## src/source/patt_pkg.sv

```systemverilog
// Shared widths, register map and register word layout for the pattern
// generator and checker. Imported by every module of the loopback subsystem.

`default_nettype none

package patt_pkg;

   // ------------------------------------------------------------
   // Widths
   // ------------------------------------------------------------
   // Pattern words and register words
   localparam int DATA_W = 32;
   // Strobe period field, period is rate+1 cycles
   localparam int RATE_W = 5;
   // Counter step field, step is inc_step+1
   localparam int STEP_W = 3;
   // Interrupted run counter
   localparam int ERR_W  = 16;

   // ------------------------------------------------------------
   // Register map and encodings
   // ------------------------------------------------------------
   localparam logic ADDR_CTRL = 1'b0;
   localparam logic ADDR_USR  = 1'b1;

   // Test mode values
   localparam logic TMODE_CNT = 1'b0;
   localparam logic TMODE_USR = 1'b1;

   // Control register layout, listed from the top bit down
   typedef struct packed {
      logic [21:0]       reserved;
      logic [STEP_W-1:0] inc_step;
      logic              test_mode;
      logic [RATE_W-1:0] rate;
      logic              pgen_disable;
   } ctrl_fields_t;

   // One bus word, seen as control fields or as the raw user word
   typedef union packed {
      ctrl_fields_t      ctrl_fields;
      logic [DATA_W-1:0] raw;
   } reg_word_u;

endpackage

`default_nettype wire

```

## src/source/patt_regs.sv

```systemverilog
// Register block for the loopback pattern engines. Bus writes land on the
// next clock and are held as levels for the generator, strobe and checker.

`timescale 1ns/100ps
`default_nettype none

module patt_regs (
   input  logic                           clk,
   input  logic                           rst,
   // Write-only register bus, no acknowledge
   input  logic                           reg_wr,
   input  logic                           reg_addr,
   input  patt_pkg::reg_word_u            reg_wdata,
   // Settings for the pattern engines
   output logic                           pgen_disable,
   output logic [patt_pkg::RATE_W-1:0]    rate,
   output logic                           test_mode,
   output logic [patt_pkg::STEP_W-1:0]    inc_step,
   output logic [patt_pkg::DATA_W-1:0]    usr_data
);
   import patt_pkg::*;

   // ------------------------------------------------------------
   // Decode of the write word
   // ------------------------------------------------------------
   // Write strobes per address
   logic wr_ctrl;
   logic wr_usr;

   assign wr_ctrl = reg_wr && (reg_addr == ADDR_CTRL);
   assign wr_usr  = reg_wr && (reg_addr == ADDR_USR);

   // ------------------------------------------------------------
   // Control register
   // ------------------------------------------------------------
   // Comes out of reset with the engines stopped
   always_ff @(posedge clk) begin
      if (rst) begin
         pgen_disable <= 1'b1;
         rate         <= '0;
         test_mode    <= TMODE_CNT;
         inc_step     <= '0;
      end else if (wr_ctrl) begin
         // Field view of the bus word
         pgen_disable <= reg_wdata.ctrl_fields.pgen_disable;
         rate         <= reg_wdata.ctrl_fields.rate;
         test_mode    <= reg_wdata.ctrl_fields.test_mode;
         inc_step     <= reg_wdata.ctrl_fields.inc_step;
      end
   end

   // ------------------------------------------------------------
   // User data register
   // ------------------------------------------------------------
   // Fixed word sent and expected in user mode
   always_ff @(posedge clk) begin
      if (rst) begin
         usr_data <= '0;
      end else if (wr_usr) begin
         // Raw view, all 32 bits taken as they are
         usr_data <= reg_wdata.raw;
      end
   end

endmodule

`default_nettype wire

```

## src/source/rate_strobe.sv

```systemverilog
// Programmable divider for the pattern generator. While enabled it gives a
// one-cycle strobe every rate+1 clocks, starting one cycle after enable.

`timescale 1ns/100ps
`default_nettype none

module rate_strobe (
   input  logic                        clk,
   input  logic                        rst,
   input  logic                        enable,
   input  logic [patt_pkg::RATE_W-1:0] rate,
   output logic                        stb
);
   import patt_pkg::*;

   // Cycles left until the next pulse
   logic [RATE_W-1:0] cnt;

   // ------------------------------------------------------------
   // Down-counter with reload
   // ------------------------------------------------------------
   // Held at zero while stopped so the first pulse is immediate
   always_ff @(posedge clk) begin
      if (rst || !enable) begin
         cnt <= '0;
         stb <= 1'b0;
      end else if (cnt == '0) begin
         // Pulse and reload, new rate values are picked up here
         stb <= 1'b1;
         cnt <= rate;
      end else begin
         stb <= 1'b0;
         cnt <= cnt - 1'b1;
      end
   end

   // ------------------------------------------------------------
   // Checks
   // ------------------------------------------------------------
   // A steady nonzero rate leaves at least one idle cycle between pulses
   a_stb_spacing : assert property (
      @(posedge clk) disable iff (rst)
      (stb && (rate != '0) && $stable(rate)) |=> !stb
   ) else $error("rate_strobe: back to back strobes with rate %0d", rate);

endmodule

`default_nettype wire

```

## src/source/patt_gen.sv

```systemverilog
// Pattern generator for the link loopback test. On each strobe it sends
// either the wrapping counter value or the fixed user word.

`timescale 1ns/100ps
`default_nettype none

module patt_gen #(
   parameter int CNT_W = 7
) (
   input  logic                        clk,
   input  logic                        rst,
   input  logic                        pgen_disable,
   input  logic                        gen_stb,
   input  logic                        test_mode,
   input  logic [patt_pkg::STEP_W-1:0] inc_step,
   input  logic [patt_pkg::DATA_W-1:0] usr_data,
   output logic                        tx_valid,
   output logic [patt_pkg::DATA_W-1:0] tx_data
);
   import patt_pkg::*;

   // ------------------------------------------------------------
   // Step counter
   // ------------------------------------------------------------
   logic [CNT_W-1:0] cnt;
   // Actual step from 1 to 8
   logic [STEP_W:0]  step;
   // One extra bit to see the wrap
   logic [CNT_W:0]   cnt_sum;

   assign step    = {1'b0, inc_step} + 1'b1;
   assign cnt_sum = {1'b0, cnt} + {{(CNT_W - STEP_W){1'b0}}, step};

   // Back to zero whenever the sum leaves the counter range
   always_ff @(posedge clk) begin
      if (rst || pgen_disable) begin
         cnt <= '0;
      end else if (gen_stb) begin
         cnt <= cnt_sum[CNT_W] ? '0 : cnt_sum[CNT_W-1:0];
      end
   end

   // ------------------------------------------------------------
   // Output word
   // ------------------------------------------------------------
   always_ff @(posedge clk) begin
      if (rst || pgen_disable) begin
         tx_valid <= 1'b0;
      end else begin
         tx_valid <= gen_stb;
      end
   end

   // Qualified by tx_valid
   always_ff @(posedge clk) begin
      if (gen_stb) begin
         tx_data <= (test_mode == TMODE_CNT) ? {{(DATA_W - CNT_W){1'b0}}, cnt} : usr_data;
      end
   end

   // ------------------------------------------------------------
   // Checks
   // ------------------------------------------------------------
   // A settled disable keeps the strobe away and no word leaves
   a_no_tx_disabled : assert property (
      @(posedge clk) disable iff (rst)
      (pgen_disable && $past(pgen_disable)) |-> (!gen_stb && !tx_valid)
   ) else $error("patt_gen: strobe or tx_valid while disabled");

endmodule

`default_nettype wire

```

## src/source/patt_chk.sv

```systemverilog
// Pattern checker for the link loopback test. Locks onto the received
// sequence with a two-value window, flags the match state and counts
// how often a matching run is broken.

`timescale 1ns/100ps
`default_nettype none

module patt_chk #(
   parameter int CNT_W = 7
) (
   input  logic                        clk,
   input  logic                        rst,
   input  logic                        pgen_disable,
   input  logic                        test_mode,
   input  logic [patt_pkg::STEP_W-1:0] inc_step,
   input  logic [patt_pkg::DATA_W-1:0] usr_data,
   input  logic                        rx_valid,
   input  logic [patt_pkg::DATA_W-1:0] rx_data,
   output logic                        rx_match,
   output logic [patt_pkg::ERR_W-1:0]  rx_err_cnt
);
   import patt_pkg::*;

   // ------------------------------------------------------------
   // Expected value counter
   // ------------------------------------------------------------
   // Same step and wrap rule as the generator
   logic [CNT_W-1:0]  cnt;
   logic [STEP_W:0]   step;
   logic [CNT_W:0]    cnt_sum;
   logic [CNT_W-1:0]  cnt_next;

   assign step     = {1'b0, inc_step} + 1'b1;
   assign cnt_sum  = {1'b0, cnt} + {{(CNT_W - STEP_W){1'b0}}, step};
   assign cnt_next = cnt_sum[CNT_W] ? '0 : cnt_sum[CNT_W-1:0];

   // ------------------------------------------------------------
   // Window compare
   // ------------------------------------------------------------
   // Last accepted word
   logic [DATA_W-1:0] held;
   logic [DATA_W-1:0] ref_cur;
   logic [DATA_W-1:0] ref_next;
   logic              match_cur;
   logic              match_next;
   logic              in_seq;

   // In user mode the fixed word is the only value that repeats
   assign ref_cur    = (test_mode == TMODE_USR) ? usr_data : held;
   assign ref_next   = {{(DATA_W - CNT_W){1'b0}}, cnt};
   assign match_cur  = (rx_data == ref_cur);
   assign match_next = (rx_data == ref_next);
   // Repeats of the current value are fine, idle links resend
   assign in_seq     = match_cur || match_next;

   // ------------------------------------------------------------
   // Lock state and status
   // ------------------------------------------------------------
   always_ff @(posedge clk) begin
      if (rst || pgen_disable) begin
         cnt        <= '0;
         held       <= '0;
         rx_match   <= 1'b0;
         rx_err_cnt <= '0;
      end else if (rx_valid) begin
         rx_match <= in_seq;
         if (match_next) begin
            // Step forward on the expected next word
            cnt  <= cnt_next;
            held <= rx_data;
         end else if (!in_seq) begin
            // Lost, wait for the sequence to come round to zero
            cnt <= '0;
         end
         // Count broken runs, stop at the top value
         if (rx_match && !in_seq && (rx_err_cnt != {ERR_W{1'b1}})) begin
            rx_err_cnt <= rx_err_cnt + 1'b1;
         end
      end
   end

   // ------------------------------------------------------------
   // Checks
   // ------------------------------------------------------------
   // Error count only moves up while enabled, no wrap at saturation
   a_err_monotonic : assert property (
      @(posedge clk) disable iff (rst)
      !pgen_disable |=> (rx_err_cnt >= $past(rx_err_cnt))
   ) else $error("patt_chk: rx_err_cnt went down from %0d", $past(rx_err_cnt));

endmodule

`default_nettype wire

```

## src/source/patt_top.sv

```systemverilog
// Top level of the loopback test subsystem. Generator and checker sit side
// by side under one register block; the link is closed outside this module.

`timescale 1ns/100ps
`default_nettype none

module patt_top #(
   parameter int CNT_W = 7
) (
   input  logic                        clk,
   input  logic                        rst,
   // Register bus
   input  logic                        reg_wr,
   input  logic                        reg_addr,
   input  patt_pkg::reg_word_u         reg_wdata,
   // Link transmit side
   output logic                        tx_valid,
   output logic [patt_pkg::DATA_W-1:0] tx_data,
   // Link receive side
   input  logic                        rx_valid,
   input  logic [patt_pkg::DATA_W-1:0] rx_data,
   // Checker status
   output logic                        rx_match,
   output logic [patt_pkg::ERR_W-1:0]  rx_err_cnt
);
   import patt_pkg::*;

   // ------------------------------------------------------------
   // Settings shared by both engines
   // ------------------------------------------------------------
   logic              pgen_disable;
   logic [RATE_W-1:0] rate;
   logic              test_mode;
   logic [STEP_W-1:0] inc_step;
   logic [DATA_W-1:0] usr_data;
   // Word pacing for the generator
   logic              gen_stb;

   patt_regs u_regs (
      .clk          (clk),
      .rst          (rst),
      .reg_wr       (reg_wr),
      .reg_addr     (reg_addr),
      .reg_wdata    (reg_wdata),
      .pgen_disable (pgen_disable),
      .rate         (rate),
      .test_mode    (test_mode),
      .inc_step     (inc_step),
      .usr_data     (usr_data)
   );

   // Strobe runs whenever the engines are enabled
   rate_strobe u_stb (
      .clk    (clk),
      .rst    (rst),
      .enable (~pgen_disable),
      .rate   (rate),
      .stb    (gen_stb)
   );

   patt_gen #(
      .CNT_W (CNT_W)
   ) u_gen (
      .clk          (clk),
      .rst          (rst),
      .pgen_disable (pgen_disable),
      .gen_stb      (gen_stb),
      .test_mode    (test_mode),
      .inc_step     (inc_step),
      .usr_data     (usr_data),
      .tx_valid     (tx_valid),
      .tx_data      (tx_data)
   );

   patt_chk #(
      .CNT_W (CNT_W)
   ) u_chk (
      .clk          (clk),
      .rst          (rst),
      .pgen_disable (pgen_disable),
      .test_mode    (test_mode),
      .inc_step     (inc_step),
      .usr_data     (usr_data),
      .rx_valid     (rx_valid),
      .rx_data      (rx_data),
      .rx_match     (rx_match),
      .rx_err_cnt   (rx_err_cnt)
   );

endmodule

`default_nettype wire

```

## config.mk

```make
export PLATFORM = sky130hd
export DESIGN_NAME = patt_top
export DESIGN_NICKNAME = d
export VERILOG_FILES = /design/src/source/patt_pkg.sv /design/src/source/patt_regs.sv /design/src/source/rate_strobe.sv /design/src/source/patt_gen.sv /design/src/source/patt_chk.sv /design/src/source/patt_top.sv
export SDC_FILE = /design/constraint.sdc
export NUM_CORES = 1
export LEC_CHECK = 0
export BUFFER_PORTS_ARGS = -buffer_cell sky130_fd_sc_hd__buf_4
export CORE_MARGIN = 2
export CORE_UTILIZATION = 50
export CTS_CLUSTER_SIZE = 14
export DETAILED_ROUTE_END_ITERATION = 6
export PLACE_DENSITY = 0.84
export REMOVE_ABC_BUFFERS = 1
export SETUP_SLACK_MARGIN = 0.2
export SLEW_MARGIN = 20
export SYNTH_ARGS = -nofsm -noshare
export SYNTH_HDL_FRONTEND = slang
export SYNTH_SLANG_ARGS = --single-unit
```

## constraint.sdc

```tcl
create_clock -name clk -period 6.45 [get_ports clk]
set_input_delay 0.9675 -clock clk [delete_from_list [all_inputs] [get_ports clk]]
set_output_delay 0.9675 -clock clk [all_outputs]
set_load 0.02 [all_outputs]
```

# Yosys cells after proc, flatten, opt, wreduce, memory -nomap -nowiden
# Index checks and enable logic that the tools add are counted.
# totals
regBits,144
latchBits,0
mem_bits_rw,0
romBits,0
out_inout_bits,50
memories,0
# classes
addsub,5
n_mul,0
n_div,0
magnitude_cmp,0
n_eq_ne,4
n_shift,0
n_mux,8
n_bitwise,1
reduce_logical,11
# op_table
op,n
two-way mux 7 bit,5
== test 32 bit,1
== test 32 x 7 -> 1 bit,1
two-way mux 32 bit,1
"adder 16 x 1 -> 16 bit, second input constant",1
adder 7 x 4 -> 8 bit,2
"inequality test 16 bit, second input constant",1
AND reduction 2 bit,3
zero test 5 bit,1
two-way mux 5 bit,1
"subtractor 5 x 1 -> 5 bit, second input constant",1
"adder 3 x 1 -> 4 bit, second input constant",1
logical AND 1 bit,4
logical OR 1 bit,2
"inequality test 2 x 1 -> 1 bit, second input constant",1
zero test 1 bit,1
two-way mux 1 bit,1
inverter 1 bit,1

# Longest topological paths before layout
# Gate-level depths: netlist of the first run.
# depth
depth_word,7
ltp_mapped,12
mapped_depth_nobuf,11

# Cells and area by module
# Synthesis of the first run repeated with hierarchy kept, for this count alone.
# hier_totals
hier_cells,670
area_unflattened_um2,6889.1
# by_module_without_submodules
module,n_inst,cells_per_inst,area_each_um2
patt_chk,1,342,3106.7
patt_regs,1,181,1841.8
patt_gen,1,118,1679.1
rate_strobe,1,28,257.7
patt_top,1,1,3.8

# Worst setup path before layout of the first run
# OpenSTA, ideal clock, no wires.
# synth_path
path_type,input to register
startpoint,input port rx_data[31] in the netlist's numbering
endpoint,register u_chk.rx_err_cnt[6] in the netlist's numbering
setup_time_ns,0.125
arrival_ns,2.467
t_required_ns,6.325
setup_slack_ns,3.858
path_stages,8
cell_sequence,nor4_1 -> nand4_1 -> or4_1 -> clkbuf_1 -> nand2_1 -> buf_2 -> nor3b_1 -> mux2i_1
# synth_via
elab_chain_len,6
elab_cells_between_ends,7
classes_between,eq/ne: 2; reduce/logical: 5
# synth_rtl
element,line,rtl
"start, declared",patt_top.sv:21,"input logic [patt_pkg::DATA_W-1:0] rx_data,"
== test 32 bit or == test 32 x 7 -> 1 bit (tied branches),"patt_chk.sv:51, patt_chk.sv:52",
logical OR 1 bit (*),patt_chk.sv:54,assign in_seq = match_cur || match_next;
zero test 1 bit (*),n/a,
logical AND 1 bit (*) (2 in series),patt_chk.sv:76,if (rx_match && !in_seq && (rx_err_cnt != {ERR_W{1'b1}})) begin
AND reduction 2 bit (no source line) (*),n/a,
"end signal, assigned",patt_chk.sv:77,rx_err_cnt <= rx_err_cnt + 1'b1;
"end, declared",patt_chk.sv:20,output logic [patt_pkg::ERR_W-1:0] rx_err_cnt
# Every way passes the cells marked *; elsewhere a longest branch is shown, timed or not.
# A chain may end at the register's enable or synchronous reset.

# Worst setup path after layout of the first run
# layout_path
startpoint,register u_regs.test_mode
endpoint,register u_chk.cnt[1]
# layout_via
elab_chain_len,5
# layout_rtl
element,line,rtl
"start, declared",patt_regs.sv:17,"output logic test_mode,"
"start signal, assigned",patt_regs.sv:47,test_mode <= reg_wdata.ctrl_fields.test_mode;
two-way mux 32 bit,patt_chk.sv:49,assign ref_cur = (test_mode == TMODE_USR) ? usr_data : held;
== test 32 bit,patt_chk.sv:51,assign match_cur = (rx_data == ref_cur);
logical OR 1 bit,patt_chk.sv:54,
inequality test 2 x 1 -> 1 bit (no source line),n/a,
AND reduction 2 bit (no source line),n/a,
"end signal, assigned",patt_chk.sv:69,cnt <= cnt_next;
"end, declared",patt_chk.sv:28,logic [CNT_W-1:0] cnt;
# No other way between the ends.

==> results of run 1 <==
worst paths after layout:
check	to	cells past startpoint	slack, ps	from
min reg2reg	u_regs.rate[2]	2	460	u_regs.rate[2]
max reg2reg	u_chk.cnt[1]	8	3240	u_regs.test_mode
min	u_regs.rate[2]	2	460	u_regs.rate[2]
max	u_chk.cnt[1]	8	3240	u_regs.test_mode
cell type report:
| type | count | area, um^2 | area share (%) |
|---|---|---|---|
| sequential | 144 | 3210 | 39.8 |
| multi-input combinational | 483 | 3050 | 37.8 |
| timing repair buffer | 123 | 923 | 11.5 |
| clock buffer | 20 | 468 | 5.81 |
| tap | 172 | 215 | 2.67 |
| clock inverter | 12 | 154 | 1.91 |
| inverter | 12 | 45.0 | 0.559 |
cells in the final DEF (no fill, tap or decap), types with 4 or more instances in the layout:
cell,n
inv_1,12
ha_1,12
nand4_1,9
nor3_1,4
nor2b_1,8
dfxtp_1,110
and3_1,8
o21ai_1,4
edfxtp_1,32
a22o_1,5
clkbuf_16,18
a21oi_1,72
and2_1,53
a211oi_1,4
nor2_1,18
or3_1,6
or4_1,10
nand2_1,110
o31ai_1,10
xnor2_1,44
nor4_1,15
o21a_1,4
o21ai_0,6
buf_4,123
mux2_2,6
nand3_1,12
mux2i_1,34
per-stage QoR:
stage	cell area [um^2]	hold WS, ps
after floorplan	6290	429
after global placement	7430	441
after detailed placement	7430	443
after CTS	8050	455
after global routing	8060	474
final	8060	455
cells by family (layout without fill, tap and decap cells):
| logic type | Yosys count | count (layout) |
|---|---|---|
| multiplexers | 40 | 40 |
| buffers and inverters | 49 | 167 |
| flip-flops | 144 | 144 |
| adder cells (fa/ha/maj) | 14 | 14 |
| AO/OA/AOI/OAI | 119 | 119 |
| AND/OR/NAND/NOR | 264 | 264 |
| XOR/XNOR | 46 | 46 |
registers in the layout, indices dropped and copies added, names as in the netlist:
signal and flops:
u_chk.cnt 7, u_chk.held 32, u_chk.rx_err_cnt 16, u_chk.rx_match 1, u_gen.cnt 7, u_gen.tx_data 32, u_gen.tx_valid 1, u_regs.inc_step 3
u_regs.pgen_disable 1, u_regs.rate 5, u_regs.test_mode 1, u_regs.usr_data 32, u_stb.cnt 5, u_stb.stb 1
where the power goes:
group | switching [mW] | internal, mW | total (mW)
registers | 0.0171 | 0.938 | 0.955
logic | 0.0728 | 0.0635 | 0.136
clock network | 0.384 | 0.642 | 1.03
worst min-delay path, delay by kind of cell (launching register included):
family / cells / cell delay, ps
AO/OA/AOI/OAI: 1 / 50
flip-flops: 1 / 310
AND/OR/NAND/NOR: 1 / 50
per-layer routing:
metal,vias to the layer above,part of all wire [%],GRT usage [%],routed length (um)
met4,0,1.7,7.76,266
met3,26,6.2,7.90,965
met5,-,0,0,0
li1,2568,-,-,-
met1,2451,44,29.1,6840
met2,171,48,38.2,7410
synth_stat cells, types with 3 or more instances:
master	instances	share of area, %
or3_1	6	0.58
clkbuf_1	26	1.5
xnor2_1	44	5.9
o21ai_0	6	0.46
a21oi_1	72	5.6
mux2i_1	34	5.3
nand4_1	9	0.87
and3_1	8	0.77
o211ai_1	3	0.35
a21o_1	3	0.35
o21a_1	4	0.46
o31ai_1	10	1.2
dfxtp_1	112	35
nand2b_1	3	0.29
and2_1	53	5.1
nor2b_1	8	0.77
nor3_1	4	0.31
ha_1	12	2.3
buf_6	5	0.87
nor4_1	15	1.4
nand2_1	110	6.4
a22o_1	5	0.68
or4_1	10	1.2
nand3_1	12	0.93
nor2_1	18	1.0
edfxtp_1	32	15
a211oi_1	4	0.46
o21ai_1	4	0.31
mux2_2	6	1.0
inv_1	12	0.70
==> results.toml, run 1 <==
[synth]
yosys_warnings = 0
synthFlopType = "dfxtp_1"
synthesis.area_mm2 = 0.00648
synth-adder-area-share_pct = 2.94
synth-edff-count = 32
synth_compound_area_share_pct = 11.0
synth.avg_cell_area_um2 = 9.58
synth_cells = 676
synth-seq-area-share_pct = 49.4
async_reset_ff_share_pct = 0
synthMuxAreaShare_pct = 6.30
ys_ff_latch = 144
synth_top_family_by_area = "simple AND/OR/NAND/NOR gates"
synth-xor-area-share_pct = 6.22
synth_simple_gate_area_share_pct = 20.6
ys_types = 50

[flow_run]
maxCapViolations = 0

[clock_network]
cts_resized = 0
ctsRootBufferMaster = "clkbuf_16"
cts_max_path_buffers = 2
cts.clk_slew.worst_paths_ps = 60
cts.sinks = 144
ctsHoldBuffers = 0
htree_levels = 4
post_cts.repair.setup_buffers = 0
cts-buffers-inserted = 17
insertion_delay_ps = 430
cts_tree = "done"

[place]
dp.cells = 934
hpwl_um = 10700
place_ws_ps = 3020
port_buffers = 118
place_congestion = 0.822

[min_path]
hold_path_class = "reg2reg"

[sta]
post-route-period-util_pct = 49.8
hold_violations = 0
max_clock_freq_mhz = 311
worst_slack_ps = 3240
grt_setup_unrepaired = "false"
slew_viol_final = 0
worst_clock_skew_ps = 9.28
period_minus_slack_ps = 3210
fin_tns_setup_ps = 0
worst_slew_pin_slew_ps = 908
setup-violations-final = 0
max_slew_margin_pct = 39.5

[critical_path]
crit_family = "simple AND/OR/NAND/NOR gates"
critPathMaxStageDelay_ps = 590
arrival_ps = 3580
worstPathCellList = "buf_4, mux2i_1, xnor2_1, nor4_1, nand4_1, nor2_4, o21a_2, a22o_1"
critPathCaptureType = "register"
path_max_fanout = 55
startpoint_type = "register"
crit_buf_inv = 1
critical_path_class = "reg2reg"
required_ps = 6820
slowest_stage = "buf_4"

[final_layout]
drive_above_1_share_pct = 21.0
fin_nets = 864
fill_cells = 1039
fin_cells = 966
num_antenna_cells = 0
syn_to_final_growth_pct = 24.4
finish.utilization_pct = 63.9

[power_and_ir_drop]
ir_drop_uv = 173
p_leak_nw = 3.04
pwr_density_cell_mw_per_mm2 = 263
p_total_mw = 2.12

[routing]
avgRoutedWirePerCell_um = 16.0
remaining_drc_errors = 0
first_iter_violations = 431
vias = 5216
ant_nets = 0
viasPerCell = 5.40
wl_um = 15500
first_pass_iters = 7

[floorplan]
initial_utilization_pct = 51.3
dieArea_mm2 = 0.0139
io_pins = 119
die_width_um = 118
coreArea_mm2 = 0.0126
die_h_um = 118
num_rows = 41

[global_routing]
grt_max_degree = 56
antenna_found_initial = 0
grt_pass1_wl_um = 25600
grt_remaining_overflow = 0
grtUsageTotal_pct = 23.4
first_global_vias = 5156

[run_status]
status = "complete, no violations"
(Power assumes the default switching activity.)
==> inputs of run 2 (changes only) <==
--- a/config.mk
+++ b/config.mk
@@ -10,7 +10,7 @@
 export CORE_UTILIZATION = 50
 export CTS_CLUSTER_SIZE = 14
 export DETAILED_ROUTE_END_ITERATION = 6
-export PLACE_DENSITY = 0.84
+export PLACE_DENSITY = 0.87
 export REMOVE_ABC_BUFFERS = 1
 export SETUP_SLACK_MARGIN = 0.2
 export SLEW_MARGIN = 20
==> constraint.sdc (replaced) <==
create_clock -name clk -period 2.7 [get_ports clk]
set_input_delay 0.405 -clock clk [delete_from_list [all_inputs] [get_ports clk]]
set_output_delay 0.405 -clock clk [all_outputs]
set_load 0.02 [all_outputs]
==> run 2 against run 1 <==
Critical path type unchanged. Wire length up 3.8%. Critical path depth is the same. Clock-buffer cell count rose by 3. Via count up 1.3%. Non-clock buffer count grew 16. Clock power increased by 100%. Largest cell class unchanged.
==> results.toml, run 2 (synthesized netlist as in run 1, its figures left out) <==
[critical_path]
critical_path_class = "reg2reg"
arrival_ps = 2700
r2r-start = "u_chk.rx_err_cnt[8]"
critPathMaxStageDelay_ps = 470
startpoint_type = "register"
reg2reg_slack_ps = 340
slowest_stage = "or4_1"
r2r-end = "u_chk.rx_err_cnt[7]"
crit_buf_inv = 1
worstPathCellList = "and4_1, and3_1, and3_1, a41oi_2, nand2_1, buf_12, or4_1, a21oi_1"
cp_common_cell = "and3_1"
critPathCaptureType = "register"
r2r_cells = 8
path_max_fanout = 16
crit_family = "simple AND/OR/NAND/NOR gates"
required_ps = 3040

[power_and_ir_drop]
p_comb_share_pct = 7.2
ir_drop_uv = 536
p_int_mw = 3.67
p_sw_mw = 1.06
p_leak_nw = 3.09
swShare_pct = 22.3
clkPwrFrac_pct = 44.5
p_seq_share_pct = 48.2
pwr_density_cell_mw_per_mm2 = 583

[global_routing]
grt_pass1_wl_um = 26000
grt_remaining_overflow = 0
grt_max_degree = 45
antenna_found_initial = 0
first_global_vias = 5261
grtUsageTotal_pct = 23.6

[place]
placed_cell_area_mm2 = 0.00759
port_buffers = 118
hpwl_um = 11200
dp.cells = 950
place_congestion = 0.841
place_ws_ps = 300

[sta]
hold_violations = 0
worst_slew_pin_slew_ps = 829
worst_clock_skew_ps = 6.51
grt_setup_unrepaired = "false"
setup-violations-final = 0
post-route-period-util_pct = 87.3
max_clock_freq_mhz = 424
worst_slack_ps = 343
period_minus_slack_ps = 2360
max_slew_margin_pct = 44.8
fin_tns_setup_ps = 0
slew_viol_final = 0

[run_status]
status = "complete, no violations"

[final_layout]
layout_top_registers = "u_chk.held (32), u_gen.tx_data (32), u_regs.usr_data (32)"
fin_cells = 982
drive_above_1_share_pct = 21.7
final_cell_mix = "buf_4 (136), nand2_1 (110), dfxtp_1 (110)"
num_antenna_cells = 0
finish.utilization_pct = 64.3
fill_cells = 994
stdcell_area_mm2 = 0.00812
fin_nets = 880
mostFrequentLayoutCell = "buf_4"
syn_to_final_growth_pct = 25.3

[floorplan]
die_width_um = 118
coreArea_mm2 = 0.0126
initial_utilization_pct = 51.3
dieArea_mm2 = 0.0139
num_rows = 41
io_pins = 119
die_h_um = 118

[clock_network]
cts.sinks = 144
htree_levels = 4
ctsRootBufferMaster = "clkbuf_16"
cts.clk_slew.worst_paths_ps = 60
cts_tree = "done"
ctsHoldBuffers = 0
cts_max_path_buffers = 2
insertion_delay_ps = 420
cts-buffers-inserted = 17

[min_path]
hold_path_class = "in2reg"
hold_depth = 3
hold_end = "u_regs.pgen_disable"
hold_path.startpoint = "reg_wdata[0]"

[flow_run]
maxCapViolations = 0

[routing]
avgRoutedWirePerCell_um = 16.4
vias = 5286
first_pass_iters = 5
viasPerCell = 5.38
ant_nets = 0
remaining_drc_errors = 0
first_iter_violations = 478
wl_um = 16100
## run 2: cell count changes in the layout (fill, tap and decap cells not counted), moves of 2 or more
cell / previous run / this run
bufinv_16: 3 / 1
buf_4: 123 / 136
clkinv_1: 1 / 4
buf_12: 0 / 3
inv_6: 3 / 0
clkbuf_1: 1 / 5
## run 2: repair_timing
item / 4_1_cts / 5_1_grt
buffers inserted: 0 / 0
resized for setup: 0 / 2
setup endpoints to repair: 0 / 20
## run 2: per-stage QoR
step	power, mW	hold slack, ps
2_1_floorplan	2.47	429
3_3_place_gp	2.66	441
3_5_place_dp	2.66	444
4_1_cts	4.75	198
5_1_grt	4.88	227
6_report	4.73	210
## run 2: final cells by class
class | count | area [um^2] | share of cell area (%)
inverters | 12 | 45.0 | 0.555
clock buffers | 23 | 458 | 5.64
repair buffers | 139 | 1080 | 13.3
clock inverters | 9 | 67.6 | 0.832
well taps | 172 | 215 | 2.65
multi-input cells | 483 | 3040 | 37.5
flip-flops and latches | 144 | 3210 | 39.5
## run 2: worst max path at each step
stage / startpoint / endpoint / slack (ps) / cells after the start
final: u_chk.rx_err_cnt[8] / u_chk.rx_err_cnt[7] / 340 / 8
after global routing: u_regs.test_mode / u_chk.rx_err_cnt[9] / 220 / 10
after CTS: u_regs.test_mode / u_chk.rx_err_cnt[14] / 330 / 10
after detailed placement: rx_data[31] / u_chk.rx_err_cnt[14] / 300 / 8
after global placement: rx_data[31] / u_chk.rx_err_cnt[14] / 330 / 8
after floorplan: u_regs.test_mode / u_chk.cnt[6] / -880 / 7
## run 2: metal layers
metal	vias up	track usage [%]	share of wire, %
li1	2595	-	-
met1	2486	29.1	43
met2	179	39.6	49
met3	26	6.15	5.9
met4	0	9.04	2.1
met5	-	0	0
## run 2: power groups by stage
stage                     Combinational (mW)  Clock, mW  Sequential (mW)
after floorplan                        0.130          0             2.34
after global placement                 0.332          0             2.32
after detailed placement               0.337          0             2.33
after CTS                              0.341       2.13             2.28
after global routing                   0.371       2.22             2.29
final                                  0.341       2.11             2.28
## run 2: worst min-delay path, stage by stage
cell	delay (ps)
buf_4	80
nand2_1	40
nand3b_1	60
==> inputs of run 3 (changes only) <==
--- a/config.mk
+++ b/config.mk
@@ -8,6 +8,7 @@
 export BUFFER_PORTS_ARGS = -buffer_cell sky130_fd_sc_hd__buf_4
 export CORE_MARGIN = 2
 export CORE_UTILIZATION = 50
+export CTS_BUF_LIST = sky130_fd_sc_hd__clkbuf_16
 export CTS_CLUSTER_SIZE = 14
 export DETAILED_ROUTE_END_ITERATION = 6
 export PLACE_DENSITY = 0.87
==> run 3 against run 2 <==
Non-clock buffer count stayed put. Largest cell class unchanged. Setup slack better by 4.8 ps. Maximum frequency is 0.20% higher. Critical path depth stayed put. Wire length is 0.29% higher. Largest power group unchanged. Clock-buffer cell count is 6 lower.
==> results.toml, run 3 (synthesized netlist as in run 1, its figures left out) <==
[run_status]
status = "complete, no violations"

[clock_network]
ctsRootBufferMaster = "clkbuf_16"
cts_max_path_buffers = 2
htree_levels = 4
cts.sinks = 144
cts_tree = "done"
cts.clk_slew.worst_paths_ps = 60
post_cts.repair.setup_buffers = 0
cts-buffers-inserted = 17
insertion_delay_ps = 420

[sta]
setup-violations-final = 0
hold_violations = 0
grt_setup_unrepaired = "false"
worst_clock_skew_ps = 7.46
max_slew_margin_pct = 44.4
period_minus_slack_ps = 2350
max_clock_freq_mhz = 425
slew_viol_final = 0
post-route-period-util_pct = 87.1
worst_slack_ps = 348
worst_slew_pin_slew_ps = 834

[critical_path]
startpoint_type = "register"
required_ps = 3040
path_max_fanout = 16
critPathCaptureType = "register"
critical_path_class = "reg2reg"
arrival_ps = 2690

[global_routing]
first_global_vias = 5263
antenna_found_initial = 0
grt_max_degree = 45
grt_pass1_wl_um = 26000
grt_remaining_overflow = 0
grtUsageTotal_pct = 23.6

[floorplan]
dieArea_mm2 = 0.0139
num_rows = 41
io_pins = 119
initial_utilization_pct = 51.3
die_h_um = 118
die_width_um = 118
coreArea_mm2 = 0.0126

[routing]
avgRoutedWirePerCell_um = 16.4
first_pass_iters = 5
ant_nets = 0
remaining_drc_errors = 0
viasPerCell = 5.38
vias = 5279
wl_um = 16100
first_iter_violations = 446

[power_and_ir_drop]
p_seq_share_pct = 48.7
p_leak_nw = 3.10
swShare_pct = 22.6
p_sw_mw = 1.06
p_comb_share_pct = 7.3
pwr_density_cell_mw_per_mm2 = 578
clkPwrFrac_pct = 44.0
p_int_mw = 3.63
ir_drop_uv = 536

[flow_run]
maxCapViolations = 0

[final_layout]
num_antenna_cells = 0
final_cell_mix = "buf_4 (136), nand2_1 (110), dfxtp_1 (110)"
fin_nets = 880
drive_above_1_share_pct = 21.6
mostFrequentLayoutCell = "buf_4"
syn_to_final_growth_pct = 25.1
layout_top_registers = "u_chk.held (32), u_gen.tx_data (32), u_regs.usr_data (32)"
fill_cells = 997
finish.utilization_pct = 64.2

[place]
place_congestion = 0.841
port_buffers = 118
place_ws_ps = 300
hpwl_um = 11200

[min_path]
hold_path_class = "in2reg"
run 3: cell count changes in the layout (fill, tap and decap cells not counted), sizes merged:
cell,change
clkbuf,-6
clkinv,+1
inv,+5
run 3: worst paths after layout:
| check | from | endpoint | slack (ps) | cells after the start |
|---|---|---|---|---|
| worst max register to register | u_chk.rx_err_cnt[8] | u_chk.rx_err_cnt[4] | 350 | 8 |
| worst min-delay path | reg_wdata[0] | u_regs.pgen_disable | 210 | 3 |
| worst max-delay path | u_chk.rx_err_cnt[8] | u_chk.rx_err_cnt[4] | 350 | 8 |
| worst min register to register | u_regs.rate[4] | u_regs.rate[4] | 450 | 2 |
run 3: worst max-delay path, stage by stage (launching register included):
cell and delay, ps:
dfxtp_1 350, and4_1 220, and3_1 200, and3_1 240, a41oi_2 320, nand2_1 150
buf_12 160, or4_1 460, a21oi_1 160
run 3: power groups by stage:
stage	sequential (mW)	combinational [mW]	clock [mW]
after floorplan	2.34	0.130	0
after global placement	2.32	0.332	0
after detailed placement	2.33	0.337	0
after CTS	2.28	0.341	2.08
after global routing	2.29	0.371	2.17
final	2.28	0.341	2.06
run 3: repair_timing:
action | 4_1_cts | 5_1_grt
hold buffers | 0 | 0
gates resized for setup | 0 | 2
endpoints found under the setup margin | 0 | 20
run 3: layout make-up:
cell class                      count  area, um^2  area share [%]
Multi-Input combinational cell    483        3040            37.5
Inverter                           12        45.0           0.556
Clock buffer                       17         425            5.25
Sequential cell                   144        3210            39.6
Timing Repair Buffer              139        1080            13.3
Clock inverter                     15        90.1            1.11
Tap cell                          172         215            2.65
run 3: routing by layer:
metal,GRT usage [%],routed length (um)
met1,29.1,6980
met2,39.6,7870
met3,6.15,881
met4,9.04,392
met5,0,0
run 3: stage by stage:
step | cell area (um^2) | cells | hold WS (ps) | power [mW] | TNS (ps)
6_report | 8110 | 982 | 211 | 4.69 | 0
5_1_grt | 8110 | 982 | 226 | 4.83 | 0
4_1_cts | 8110 | 982 | 198 | 4.70 | 0
3_5_place_dp | 7590 | 950 | 444 | 2.66 | 0
3_3_place_gp | 7590 | 950 | 441 | 2.66 | 0
2_1_floorplan | 6290 | 639 | 429 | 2.47 | -19860
